File: src/design/tag_req_pkg.sv
/*
 * Tag lookup subsystem shared definitions.
 * Widths, the lookup I/O address, status codes,
 * bucket word fields and the two bucket hash functions.
 */
package tag_req_pkg;

	//--------------------------------------------------
	// Widths
	//--------------------------------------------------
	localparam int TAG_W       = 16;	// Lookup tag
	localparam int REG_W       = 32;	// Register port and I/O write data
	localparam int IO_ADDR_W   = 12;
	localparam int HT_DEPTH_W  = 4;		// 16 buckets per table
	localparam int VAL_DEPTH_W = 5;		// 32 value entries
	localparam int RESULT_W    = 16;
	localparam int CNT_W       = 3;		// Values per bucket, 0 to 7
	localparam int STATUS_W    = 4;

	localparam logic [IO_ADDR_W-1:0] TAG_LOOKUP_ADDR = 12'h0A0;

	//--------------------------------------------------
	// Bucket word fields
	//--------------------------------------------------
	localparam int BKT_VALID_BIT = 31;
	localparam int BKT_CNT_HI    = 23;
	localparam int BKT_CNT_LO    = 21;
	localparam int BKT_BASE_HI   = 20;
	localparam int BKT_BASE_LO   = 16;
	localparam int BKT_TAG_HI    = 15;
	localparam int BKT_TAG_LO    = 0;

	localparam logic [STATUS_W-1:0] STATUS_HIT  = 4'd1;
	localparam logic [STATUS_W-1:0] STATUS_MISS = 4'd2;

	// Bucket index into table 0
	function automatic logic [HT_DEPTH_W-1:0] hash0(input logic [TAG_W-1:0] tag);
		return tag[3:0] ^ tag[11:8];
	endfunction

	// Bucket index into table 1
	function automatic logic [HT_DEPTH_W-1:0] hash1(input logic [TAG_W-1:0] tag);
		return tag[7:4] ^ tag[15:12];
	endfunction

endpackage
File: src/design/tag_req_top.sv
/*
 * Tag lookup subsystem top level.
 * PU lookup requests go through the round-robin arbiter to the
 * lookup engine, which reads the register-programmed tables.
 */
module tag_req_top #(
	parameter int NUM_PU = 4,
	localparam int PID_W = (NUM_PU > 1) ? $clog2(NUM_PU) : 1
) (
	input  logic clk,
	input  logic rst_n,

	input  logic [NUM_PU-1:0] io_req,
	input  logic [NUM_PU-1:0] io_wr,
	input  logic [tag_req_pkg::IO_ADDR_W-1:0] io_addr [NUM_PU],
	input  logic [tag_req_pkg::REG_W-1:0] io_wdata [NUM_PU],
	output logic [NUM_PU-1:0] io_ack,

	input  logic [7:0] reg_addr,
	input  logic [tag_req_pkg::REG_W-1:0] reg_din,
	input  logic reg_rd,
	input  logic reg_wr,
	input  logic reg_sel_hash,
	input  logic reg_sel_value,
	output logic hash_mem_ack,
	output logic [tag_req_pkg::REG_W-1:0] hash_mem_rdata,
	output logic value_mem_ack,
	output logic [tag_req_pkg::REG_W-1:0] value_mem_rdata,

	output logic lookup_valid,
	output logic [tag_req_pkg::RESULT_W-1:0] lookup_result,
	output logic [tag_req_pkg::CNT_W-1:0] lookup_result_num,
	output logic [PID_W-1:0] lookup_result_pid,
	output logic status_valid,
	output logic [tag_req_pkg::STATUS_W-1:0] status,
	output logic [PID_W-1:0] status_pid
);
	import tag_req_pkg::*;

	logic engine_idle;
	logic key_valid;
	logic [TAG_W-1:0] key_tag;
	logic [PID_W-1:0] key_pid;

	logic ht0_rd, ht1_rd, val_rd;
	logic [HT_DEPTH_W-1:0] ht0_raddr, ht1_raddr;
	logic [VAL_DEPTH_W-1:0] val_raddr;
	logic ht0_ack, ht1_ack, val_ack;
	logic [REG_W-1:0] ht0_rdata, ht1_rdata;
	logic [RESULT_W-1:0] val_rdata;

	tag_req_arbiter #(.NUM_PU(NUM_PU)) tag_req_arbiter_inst (
		.clk(clk),
		.rst_n(rst_n),
		.io_req(io_req),
		.io_wr(io_wr),
		.io_addr(io_addr),
		.io_wdata(io_wdata),
		.engine_idle(engine_idle),
		.io_ack(io_ack),
		.key_valid(key_valid),
		.key_tag(key_tag),
		.key_pid(key_pid)
	);

	tag_lookup_engine #(.NUM_PU(NUM_PU)) tag_lookup_engine_inst (
		.clk(clk),
		.rst_n(rst_n),
		.key_valid(key_valid),
		.key_tag(key_tag),
		.key_pid(key_pid),
		.ht0_ack(ht0_ack),
		.ht0_rdata(ht0_rdata),
		.ht1_ack(ht1_ack),
		.ht1_rdata(ht1_rdata),
		.val_ack(val_ack),
		.val_rdata(val_rdata),
		.engine_idle(engine_idle),
		.ht0_rd(ht0_rd),
		.ht0_raddr(ht0_raddr),
		.ht1_rd(ht1_rd),
		.ht1_raddr(ht1_raddr),
		.val_rd(val_rd),
		.val_raddr(val_raddr),
		.lookup_valid(lookup_valid),
		.lookup_result(lookup_result),
		.lookup_result_num(lookup_result_num),
		.lookup_result_pid(lookup_result_pid),
		.status_valid(status_valid),
		.status(status),
		.status_pid(status_pid)
	);

	tag_table_mem tag_table_mem_inst (
		.clk(clk),
		.rst_n(rst_n),
		.reg_addr(reg_addr),
		.reg_din(reg_din),
		.reg_rd(reg_rd),
		.reg_wr(reg_wr),
		.reg_sel_hash(reg_sel_hash),
		.reg_sel_value(reg_sel_value),
		.ht0_rd(ht0_rd),
		.ht0_raddr(ht0_raddr),
		.ht1_rd(ht1_rd),
		.ht1_raddr(ht1_raddr),
		.val_rd(val_rd),
		.val_raddr(val_raddr),
		.hash_mem_ack(hash_mem_ack),
		.hash_mem_rdata(hash_mem_rdata),
		.value_mem_ack(value_mem_ack),
		.value_mem_rdata(value_mem_rdata),
		.ht0_ack(ht0_ack),
		.ht0_rdata(ht0_rdata),
		.ht1_ack(ht1_ack),
		.ht1_rdata(ht1_rdata),
		.val_ack(val_ack),
		.val_rdata(val_rdata)
	);

endmodule

File: src/design/tag_lookup_engine.sv
/*
 * Tag lookup engine.
 * Reads the two hash buckets of a key, picks the matching one
 * (table 0 first), streams its values and reports hit or miss.
 */
module tag_lookup_engine #(
	parameter int NUM_PU = 4,
	localparam int PID_W = (NUM_PU > 1) ? $clog2(NUM_PU) : 1
) (
	input  logic clk,
	input  logic rst_n,

	input  logic key_valid,
	input  logic [tag_req_pkg::TAG_W-1:0] key_tag,
	input  logic [PID_W-1:0] key_pid,

	input  logic ht0_ack,
	input  logic [tag_req_pkg::REG_W-1:0] ht0_rdata,
	input  logic ht1_ack,
	input  logic [tag_req_pkg::REG_W-1:0] ht1_rdata,
	input  logic val_ack,
	input  logic [tag_req_pkg::RESULT_W-1:0] val_rdata,

	output logic engine_idle,
	output logic ht0_rd,
	output logic [tag_req_pkg::HT_DEPTH_W-1:0] ht0_raddr,
	output logic ht1_rd,
	output logic [tag_req_pkg::HT_DEPTH_W-1:0] ht1_raddr,
	output logic val_rd,
	output logic [tag_req_pkg::VAL_DEPTH_W-1:0] val_raddr,

	output logic lookup_valid,
	output logic [tag_req_pkg::RESULT_W-1:0] lookup_result,
	output logic [tag_req_pkg::CNT_W-1:0] lookup_result_num,
	output logic [PID_W-1:0] lookup_result_pid,
	output logic status_valid,
	output logic [tag_req_pkg::STATUS_W-1:0] status,
	output logic [PID_W-1:0] status_pid
);
	import tag_req_pkg::*;

	localparam logic [2:0] S_IDLE    = 3'd0;
	localparam logic [2:0] S_BUCKET  = 3'd1;	// Bucket reads in flight
	localparam logic [2:0] S_COMPARE = 3'd2;
	localparam logic [2:0] S_STREAM  = 3'd3;
	localparam logic [2:0] S_STATUS  = 3'd4;

	logic [2:0] state;
	logic [TAG_W-1:0] tag_q;
	logic [PID_W-1:0] pid_q;
	logic [CNT_W-1:0] cnt_q;
	logic [CNT_W-1:0] issue_cnt;	// Value reads issued
	logic [CNT_W-1:0] res_num;	// Value acks seen
	logic hit0, hit1;
	logic [REG_W-1:0] sel_bkt;
	logic more_reads;

	//--------------------------------------------------
	// Bucket match
	//--------------------------------------------------
	// A count of zero never matches
	assign hit0 = ht0_ack & ht0_rdata[BKT_VALID_BIT] &
		(ht0_rdata[BKT_TAG_HI:BKT_TAG_LO] == tag_q) &
		(ht0_rdata[BKT_CNT_HI:BKT_CNT_LO] != '0);
	assign hit1 = ht1_ack & ht1_rdata[BKT_VALID_BIT] &
		(ht1_rdata[BKT_TAG_HI:BKT_TAG_LO] == tag_q) &
		(ht1_rdata[BKT_CNT_HI:BKT_CNT_LO] != '0);
	assign sel_bkt = hit0 ? ht0_rdata : ht1_rdata;	// Table 0 wins

	assign more_reads = (issue_cnt != cnt_q);

	//--------------------------------------------------
	// Control FSM
	//--------------------------------------------------
	always_ff @(posedge clk) begin
		if (!rst_n) begin
			state        <= S_IDLE;
			ht0_rd       <= 1'b0;
			ht1_rd       <= 1'b0;
			val_rd       <= 1'b0;
			status_valid <= 1'b0;
			issue_cnt    <= '0;
			res_num      <= '0;
		end else begin
			ht0_rd       <= 1'b0;
			ht1_rd       <= 1'b0;
			status_valid <= 1'b0;
			case (state)
			S_IDLE: begin
				if (key_valid) begin
					ht0_rd <= 1'b1;
					ht1_rd <= 1'b1;
					state  <= S_BUCKET;
				end
			end
			S_BUCKET: state <= S_COMPARE;
			S_COMPARE: begin
				res_num <= '0;
				if (hit0 | hit1) begin
					val_rd    <= 1'b1;
					issue_cnt <= CNT_W'(1);
					state     <= S_STREAM;
				end else begin
					status_valid <= 1'b1;	// Miss
					state        <= S_STATUS;
				end
			end
			S_STREAM: begin
				val_rd <= more_reads;
				if (more_reads)
					issue_cnt <= issue_cnt + 1'b1;
				if (val_ack) begin
					res_num <= res_num + 1'b1;
					if ((res_num + 3'd1) == cnt_q) begin	// Last value
						status_valid <= 1'b1;
						state        <= S_STATUS;
					end
				end
			end
			S_STATUS: state <= S_IDLE;
			default:  state <= S_IDLE;
			endcase
		end
	end

	//--------------------------------------------------
	// Key, addresses and bucket fields
	//--------------------------------------------------
	always_ff @(posedge clk) begin
		if (state == S_IDLE && key_valid) begin
			tag_q     <= key_tag;
			pid_q     <= key_pid;
			ht0_raddr <= hash0(key_tag);
			ht1_raddr <= hash1(key_tag);
		end
		if (state == S_COMPARE) begin
			cnt_q     <= sel_bkt[BKT_CNT_HI:BKT_CNT_LO];
			val_raddr <= sel_bkt[BKT_BASE_HI:BKT_BASE_LO];
			status    <= (hit0 | hit1) ? STATUS_HIT : STATUS_MISS;
		end
		if (state == S_STREAM && more_reads)
			val_raddr <= val_raddr + 1'b1;	// Wraps modulo 32
	end

	assign engine_idle       = (state == S_IDLE);
	assign lookup_valid      = val_ack;
	assign lookup_result     = val_rdata;
	assign lookup_result_num = res_num;
	assign lookup_result_pid = pid_q;
	assign status_pid        = pid_q;

endmodule

File: src/design/tag_req_arbiter.sv
/*
 * Lookup request arbiter.
 * Holds one pending tag per PU and hands them to the lookup
 * engine round-robin while it is idle. Acks the PU a cycle later.
 */
module tag_req_arbiter #(
	parameter int NUM_PU = 4,
	localparam int PID_W = (NUM_PU > 1) ? $clog2(NUM_PU) : 1
) (
	input  logic clk,
	input  logic rst_n,

	input  logic [NUM_PU-1:0] io_req,
	input  logic [NUM_PU-1:0] io_wr,
	input  logic [tag_req_pkg::IO_ADDR_W-1:0] io_addr [NUM_PU],
	input  logic [tag_req_pkg::REG_W-1:0] io_wdata [NUM_PU],
	input  logic engine_idle,

	output logic [NUM_PU-1:0] io_ack,
	output logic key_valid,
	output logic [tag_req_pkg::TAG_W-1:0] key_tag,
	output logic [PID_W-1:0] key_pid
);
	import tag_req_pkg::*;

	logic [NUM_PU-1:0] pend;
	logic [NUM_PU-1:0] accept;
	logic [NUM_PU-1:0] gnt_vec;
	logic [TAG_W-1:0] tag_q [NUM_PU];
	logic [PID_W-1:0] last_q;	// Last PU granted
	logic [PID_W-1:0] gnt_idx;

	always_comb begin
		for (int i = 0; i < NUM_PU; i++) begin
			accept[i] = io_req[i] & io_wr[i] & (io_addr[i] == TAG_LOOKUP_ADDR) & ~pend[i];
		end
	end

	// Nearest pending PU after the last grant wins
	always_comb begin : rr_search
		int cand;
		gnt_idx = last_q;
		for (int k = NUM_PU; k >= 1; k--) begin
			cand = int'(last_q) + k;
			if (cand >= NUM_PU)
				cand = cand - NUM_PU;
			if (pend[cand])
				gnt_idx = PID_W'(cand);
		end
	end

	assign key_valid = engine_idle & (|pend);
	assign key_tag   = tag_q[gnt_idx];
	assign key_pid   = gnt_idx;

	always_comb begin
		for (int i = 0; i < NUM_PU; i++)
			gnt_vec[i] = key_valid & (int'(gnt_idx) == i);
	end

	always_ff @(posedge clk) begin
		if (!rst_n) begin
			pend   <= '0;
			io_ack <= '0;
			last_q <= PID_W'(NUM_PU - 1);	// First search starts at PU 0
		end else begin
			pend   <= (pend & ~gnt_vec) | accept;
			io_ack <= gnt_vec;
			if (key_valid)
				last_q <= gnt_idx;
		end
	end

	always_ff @(posedge clk) begin
		for (int i = 0; i < NUM_PU; i++) begin
			if (accept[i])
				tag_q[i] <= io_wdata[i][TAG_W-1:0];
		end
	end

endmodule

File: src/design/tag_table_mem.sv
/*
 * Tag hash and value tables.
 * Two 16 x 32 bucket arrays and a 32 x 16 value array, written and
 * read over the register port, with a separate engine read port.
 */
module tag_table_mem (
	input  logic clk,
	input  logic rst_n,

	input  logic [7:0] reg_addr,
	input  logic [tag_req_pkg::REG_W-1:0] reg_din,
	input  logic reg_rd,
	input  logic reg_wr,
	input  logic reg_sel_hash,
	input  logic reg_sel_value,

	input  logic ht0_rd,
	input  logic [tag_req_pkg::HT_DEPTH_W-1:0] ht0_raddr,
	input  logic ht1_rd,
	input  logic [tag_req_pkg::HT_DEPTH_W-1:0] ht1_raddr,
	input  logic val_rd,
	input  logic [tag_req_pkg::VAL_DEPTH_W-1:0] val_raddr,

	output logic hash_mem_ack,
	output logic [tag_req_pkg::REG_W-1:0] hash_mem_rdata,
	output logic value_mem_ack,
	output logic [tag_req_pkg::REG_W-1:0] value_mem_rdata,

	output logic ht0_ack,
	output logic [tag_req_pkg::REG_W-1:0] ht0_rdata,
	output logic ht1_ack,
	output logic [tag_req_pkg::REG_W-1:0] ht1_rdata,
	output logic val_ack,
	output logic [tag_req_pkg::RESULT_W-1:0] val_rdata
);
	import tag_req_pkg::*;

	localparam int HT_DEPTH  = 1 << HT_DEPTH_W;
	localparam int VAL_DEPTH = 1 << VAL_DEPTH_W;

	logic [REG_W-1:0] ht0_mem [HT_DEPTH];
	logic [REG_W-1:0] ht1_mem [HT_DEPTH];
	logic [RESULT_W-1:0] val_mem [VAL_DEPTH];

	logic [HT_DEPTH_W-1:0] reg_bkt;
	logic [VAL_DEPTH_W-1:0] reg_vidx;
	logic reg_ht1;	// Bit 4 selects table 1

	assign reg_ht1  = reg_addr[4];
	assign reg_bkt  = reg_addr[HT_DEPTH_W-1:0];
	assign reg_vidx = reg_addr[VAL_DEPTH_W-1:0];

	//--------------------------------------------------
	// Table contents
	//--------------------------------------------------
	always_ff @(posedge clk) begin
		if (!rst_n) begin
			for (int i = 0; i < HT_DEPTH; i++) begin
				ht0_mem[i] <= '0;	// All buckets invalid
				ht1_mem[i] <= '0;
			end
			for (int i = 0; i < VAL_DEPTH; i++)
				val_mem[i] <= '0;
		end else begin
			if (reg_wr && reg_sel_hash) begin
				if (reg_ht1)
					ht1_mem[reg_bkt] <= reg_din;
				else
					ht0_mem[reg_bkt] <= reg_din;
			end
			if (reg_wr && reg_sel_value)
				val_mem[reg_vidx] <= reg_din[RESULT_W-1:0];
		end
	end

	//--------------------------------------------------
	// Register port acks and read data
	//--------------------------------------------------
	always_ff @(posedge clk) begin
		if (!rst_n) begin
			hash_mem_ack  <= 1'b0;
			value_mem_ack <= 1'b0;
		end else begin
			hash_mem_ack  <= reg_sel_hash & (reg_rd | reg_wr);
			value_mem_ack <= reg_sel_value & (reg_rd | reg_wr);
		end
	end

	always_ff @(posedge clk) begin
		if (reg_rd && reg_sel_hash)
			hash_mem_rdata <= reg_ht1 ? ht1_mem[reg_bkt] : ht0_mem[reg_bkt];
		if (reg_rd && reg_sel_value)
			value_mem_rdata <= {{(REG_W-RESULT_W){1'b0}}, val_mem[reg_vidx]};
	end

	//--------------------------------------------------
	// Engine read port
	//--------------------------------------------------
	always_ff @(posedge clk) begin
		if (!rst_n) begin
			ht0_ack <= 1'b0;
			ht1_ack <= 1'b0;
			val_ack <= 1'b0;
		end else begin
			ht0_ack <= ht0_rd;
			ht1_ack <= ht1_rd;
			val_ack <= val_rd;
		end
	end

	// Old contents on a same-cycle register write
	always_ff @(posedge clk) begin
		if (ht0_rd)
			ht0_rdata <= ht0_mem[ht0_raddr];
		if (ht1_rd)
			ht1_rdata <= ht1_mem[ht1_raddr];
		if (val_rd)
			val_rdata <= val_mem[val_raddr];
	end

endmodule

File: config.mk
export PLATFORM = sky130hd
export DESIGN_NAME = tag_req_top
export DESIGN_NICKNAME = d
export VERILOG_FILES = /design/src/design/tag_req_pkg.sv /design/src/design/tag_req_top.sv /design/src/design/tag_lookup_engine.sv /design/src/design/tag_req_arbiter.sv /design/src/design/tag_table_mem.sv
export SDC_FILE = /design/constraint.sdc
export NUM_CORES = 2
export LEC_CHECK = 0
export BUFFER_PORTS_ARGS = -buffer_cell sky130_fd_sc_hd__buf_2
export CAP_MARGIN = 40
export CORE_MARGIN = 5
export CORE_UTILIZATION = 57
export CTS_BUF_LIST = sky130_fd_sc_hd__clkbuf_8
export DETAILED_ROUTE_END_ITERATION = 10
export PLACE_DENSITY_LB_ADDON = 0.25
export SLEW_MARGIN = 10
export SYNTH_ARGS = -nofsm -noshare
export SYNTH_HDL_FRONTEND = slang
export SYNTH_SLANG_ARGS = --single-unit
File: constraint.sdc
create_clock -name clk -period 9 [get_ports clk]
set_input_delay 1.35 -clock clk [delete_from_list [all_inputs] [get_ports clk]]
set_output_delay 1.35 -clock clk [all_outputs]
set_load 0.01 [all_outputs]
==> flow_summary.toml <==
[setup_path]
end_kind = "register"
cp-start-kind = "input pin"
crit_type = "input pin to register"
path_max_fanout = 58
r2r_slack_ps = 5600
slowest_delay_ps = 670
cp.required_ps = 9730
cp.arrival_ps = 4890
crit_slowest_cell = "buf_4"
crit_path_cell_trace = "buf_8 -> buf_4 -> buf_4 -> mux4_2 -> mux4_2 -> mux2_2"
regToRegEndpoint = "tag_table_mem_inst.val_rdata[9]$_DFFE_PP_"
r2r-start = "tag_lookup_engine_inst.val_raddr[0]$_DFFE_PP_"
reg2reg_depth = 5

[cells_and_area]
final_common_cell = "edfxtp_1"
drive_gt1_share_pct = 32.90
fillCellCount = 10830
area_delta_synth_final_pct = 10.89
mostFrequentLayoutCells = "1750 x edfxtp_1, 1541 x and2_1, 906 x mux4_2"
post-route-util_pct = 63.58
nets = 5699

[power]
leakage_nw = 33.58
peakVddDrop_mv = 0.1544
pwr_density_cell_nw_per_um2 = 180.9
p_total_mw = 17.74

[clock_network]
htree_num_levels = 5
cts_buffer_depth = 4
clock_sinks = 1776
clk_latency_ps = 1000
cts-buffers-inserted = 309
ctsHoldBuffers = 0
cts_resized = 0
cts_setup_buffers = 0
clock-root-buffer = "clkbuf_8"
clk_pin_slew_ps = 60
cts_tree = "built"

[floorplan]
core_um2 = 154200
initial_utilization_pct = 57.34
die_y_um = 403.9
io_pins = 329
rows = 144
die_w_um = 403.9
die_area_um2 = 163100

[global_route]
first_global_vias = 52120
grt_max_degree = 135
antenna_found_initial = 18
grt-ovfl-total = 0
grt_pass1_wl_um = 365700
grt.total_usage_pct = 31.40

[synth]
synth_ff_type = "edfxtp_1"
syn_inst = 5234
syn-cell-area_um2 = 88430
synth_seq_cells = 1776
ys_types = 52
ys_warn_count = 0
synth-edff-count = 1750
async_flop_share_pct = 0
seq_area_frac_synth_pct = 60.01
syn_avg_cell_area_um2 = 16.90

[sta]
setup_tns_ps = 0
finalHoldViolations = 0
final.min_clock_period_ps = 4157
final_max_slew_viol_count = 0
finalSetupViolations = 0
max_slew_margin_pct = 27.87
worst_pin_slew_ps = 1082
layout_setup_ws_ps = 4843
finalCritPeriodShare_pct = 46.19
rsz0062_at_grt = "no"
max_freq_ghz = 0.2406
skew_ps = 58.67

[route]
wire_per_inst_um = 32.94
vias = 51250
drt_first_pass_iters = 6
drc = 0
avgViaCountPerCell = 6.635
ant_nets = 0
drt_iter0_drc = 6777
wl_um = 254500

[hold_path]
min_path_type = "input pin to register"
hold-path-cell-count = 1
hp-start = "io_wdata[108]"
min_to = "tag_req_arbiter_inst.tag_q[0][12]$_DFFE_PP_"

[run]
drv_cap = 0

[placement]
gp_congestion = 0.9035
place_ws_ps = 3769
numPortBuffers = 243
dp_hpwl_um = 152600

[outcome]
outcome = "complete, no violations"
power by group:
| group | internal, mW | switching (mW) |
|---|---|---|
| sequential | 9.48 | 0.184 |
| clock | 3.37 | 3.23 |
| combinational | 0.663 | 0.815 |
cells by family (layout without fill, tap and decap cells):
logic type                 Yosys count  after routing  synth area share, %
DFF                               1776           1776                60.01
and+or+nand+nor                   1759           1759                12.11
muxes                              977            977                23.97
buffers and inverters              557            977                2.613
AOI/OAI and AO/OA                  109            109               0.7287
xor gates and xnor gates            52             52               0.5150
adders and majority gates            3              3              0.04245
other                                1             27             0.004240
worst max path at each step:
stage,from,end,slack (ps),cells past startpoint
finish,reg_addr[0],tag_table_mem_inst.value_mem_rdata[1]$_DFFE_PP_,4840,6
global route,reg_addr[0],tag_table_mem_inst.value_mem_rdata[2]$_DFFE_PP_,4640,6
CTS,reg_addr[0],tag_table_mem_inst.value_mem_rdata[9]$_DFFE_PP_,4830,6
detailed placement,reg_addr[0],tag_table_mem_inst.value_mem_rdata[9]$_DFFE_PP_,3770,6
global placement,reg_addr[0],tag_table_mem_inst.value_mem_rdata[12]$_DFFE_PP_,3750,6
floorplan,reg_addr[1],tag_table_mem_inst.ht0_mem[14][0]$_SDFFCE_PN0P_,3980,5
critical path: cells and delay by family:
family | cells | cell delay (ps)
buffers and inverters | 3 | 1890
muxes | 3 | 1480
metal layers:
metal	vias to the layer above	track usage [%]	part of all wire, %	routed length, µm
met5	-	0	0.020	52
met4	8	14.56	5.2	13180
met3	617	7.082	12	29560
met2	3491	49.20	48	121000
met1	26450	42.71	36	90650
li1	20690	-	-	-
cells in the mapped netlist, types with 2 or more instances:
master / number / share of area, %
or2_2: 4 / 0.028
nand2_1: 40 / 0.17
or3_1: 3 / 0.021
mux2i_1: 4 / 0.045
clkbuf_1: 389 / 1.7
and4_1: 3 / 0.030
nor2_1: 78 / 0.33
mux2_2: 67 / 0.85
inv_1: 11 / 0.047
nand4_1: 4 / 0.028
and2_1: 1542 / 11
ha_1: 3 / 0.042
xnor2_1: 12 / 0.12
nand3_1: 9 / 0.051
buf_6: 6 / 0.076
o21ai_0: 76 / 0.43
nand2b_1: 15 / 0.11
mux4_2: 906 / 23
buf_1: 53 / 0.22
a22o_1: 2 / 0.020
nor4_1: 15 / 0.11
o31a_1: 3 / 0.030
buf_2: 77 / 0.44
o21a_1: 4 / 0.034
nor4bb_1: 5 / 0.057
a21oi_1: 4 / 0.023
a31o_2: 2 / 0.020
edfxtp_1: 1750 / 59
dfxtp_1: 26 / 0.59
xor2_1: 40 / 0.40
or4_1: 2 / 0.017
buf_4: 21 / 0.18
nor3_1: 18 / 0.10
o211ai_1: 4 / 0.034
and3_1: 4 / 0.028
nor2b_1: 14 / 0.099
a22oi_1: 3 / 0.025
sequential cells by signal (all words and copies together), names as in the netlist, 2 cells and up:
| register | flops |
|---|---|
| tag_lookup_engine_inst.status | 2 |
| tag_table_mem_inst.val_rdata | 16 |
| tag_table_mem_inst.hash_mem_rdata | 32 |
| tag_lookup_engine_inst.cnt_q | 3 |
| tag_lookup_engine_inst.lookup_result_num | 3 |
| tag_table_mem_inst.value_mem_rdata | 16 |
| tag_table_mem_inst.ht0_rdata | 25 |
| tag_req_arbiter_inst.tag_q | 64 |
| tag_table_mem_inst.ht0_mem | 512 |
| tag_table_mem_inst.ht1_rdata | 25 |
| tag_lookup_engine_inst.state | 3 |
| tag_lookup_engine_inst.ht0_raddr | 4 |
| tag_lookup_engine_inst.val_raddr | 5 |
| tag_table_mem_inst.ht1_mem | 512 |
| tag_table_mem_inst.val_mem | 512 |
| tag_req_arbiter_inst.pend | 4 |
| tag_req_arbiter_inst.io_ack | 4 |
| tag_lookup_engine_inst.tag_q | 16 |
| tag_req_arbiter_inst.last_q | 2 |
| tag_lookup_engine_inst.issue_cnt | 3 |
| tag_lookup_engine_inst.lookup_result_pid | 2 |
| tag_lookup_engine_inst.ht1_raddr | 4 |
per-stage QoR:
| step | instances | cell area [µm²] | hold slack, ps |
|---|---|---|---|
| finish | 7724 | 98070 | 529.7 |
| global route | 7716 | 98050 | 461.9 |
| CTS | 7715 | 98040 | 443.5 |
| detailed placement | 7199 | 92750 | 557.6 |
| global placement | 7143 | 91770 | 548.8 |
| floorplan | 5251 | 88500 | 497.5 |
layout make-up:
cell class                      instances  area (µm²)  area share (%)
Sequential cell                      1776       53070           54.12
Timing Repair Buffer                  450        3470           3.538
Tap cell                             2044        2557           2.608
Clock inverter                        197       904.6          0.9225
Clock buffer                          319        4390           4.477
Antenna cell                            9       22.52         0.02297
Multi-Input combinational cell       2918       33610           34.27
Inverter                               11       41.29         0.04210
(Power assumes the default switching activity.)
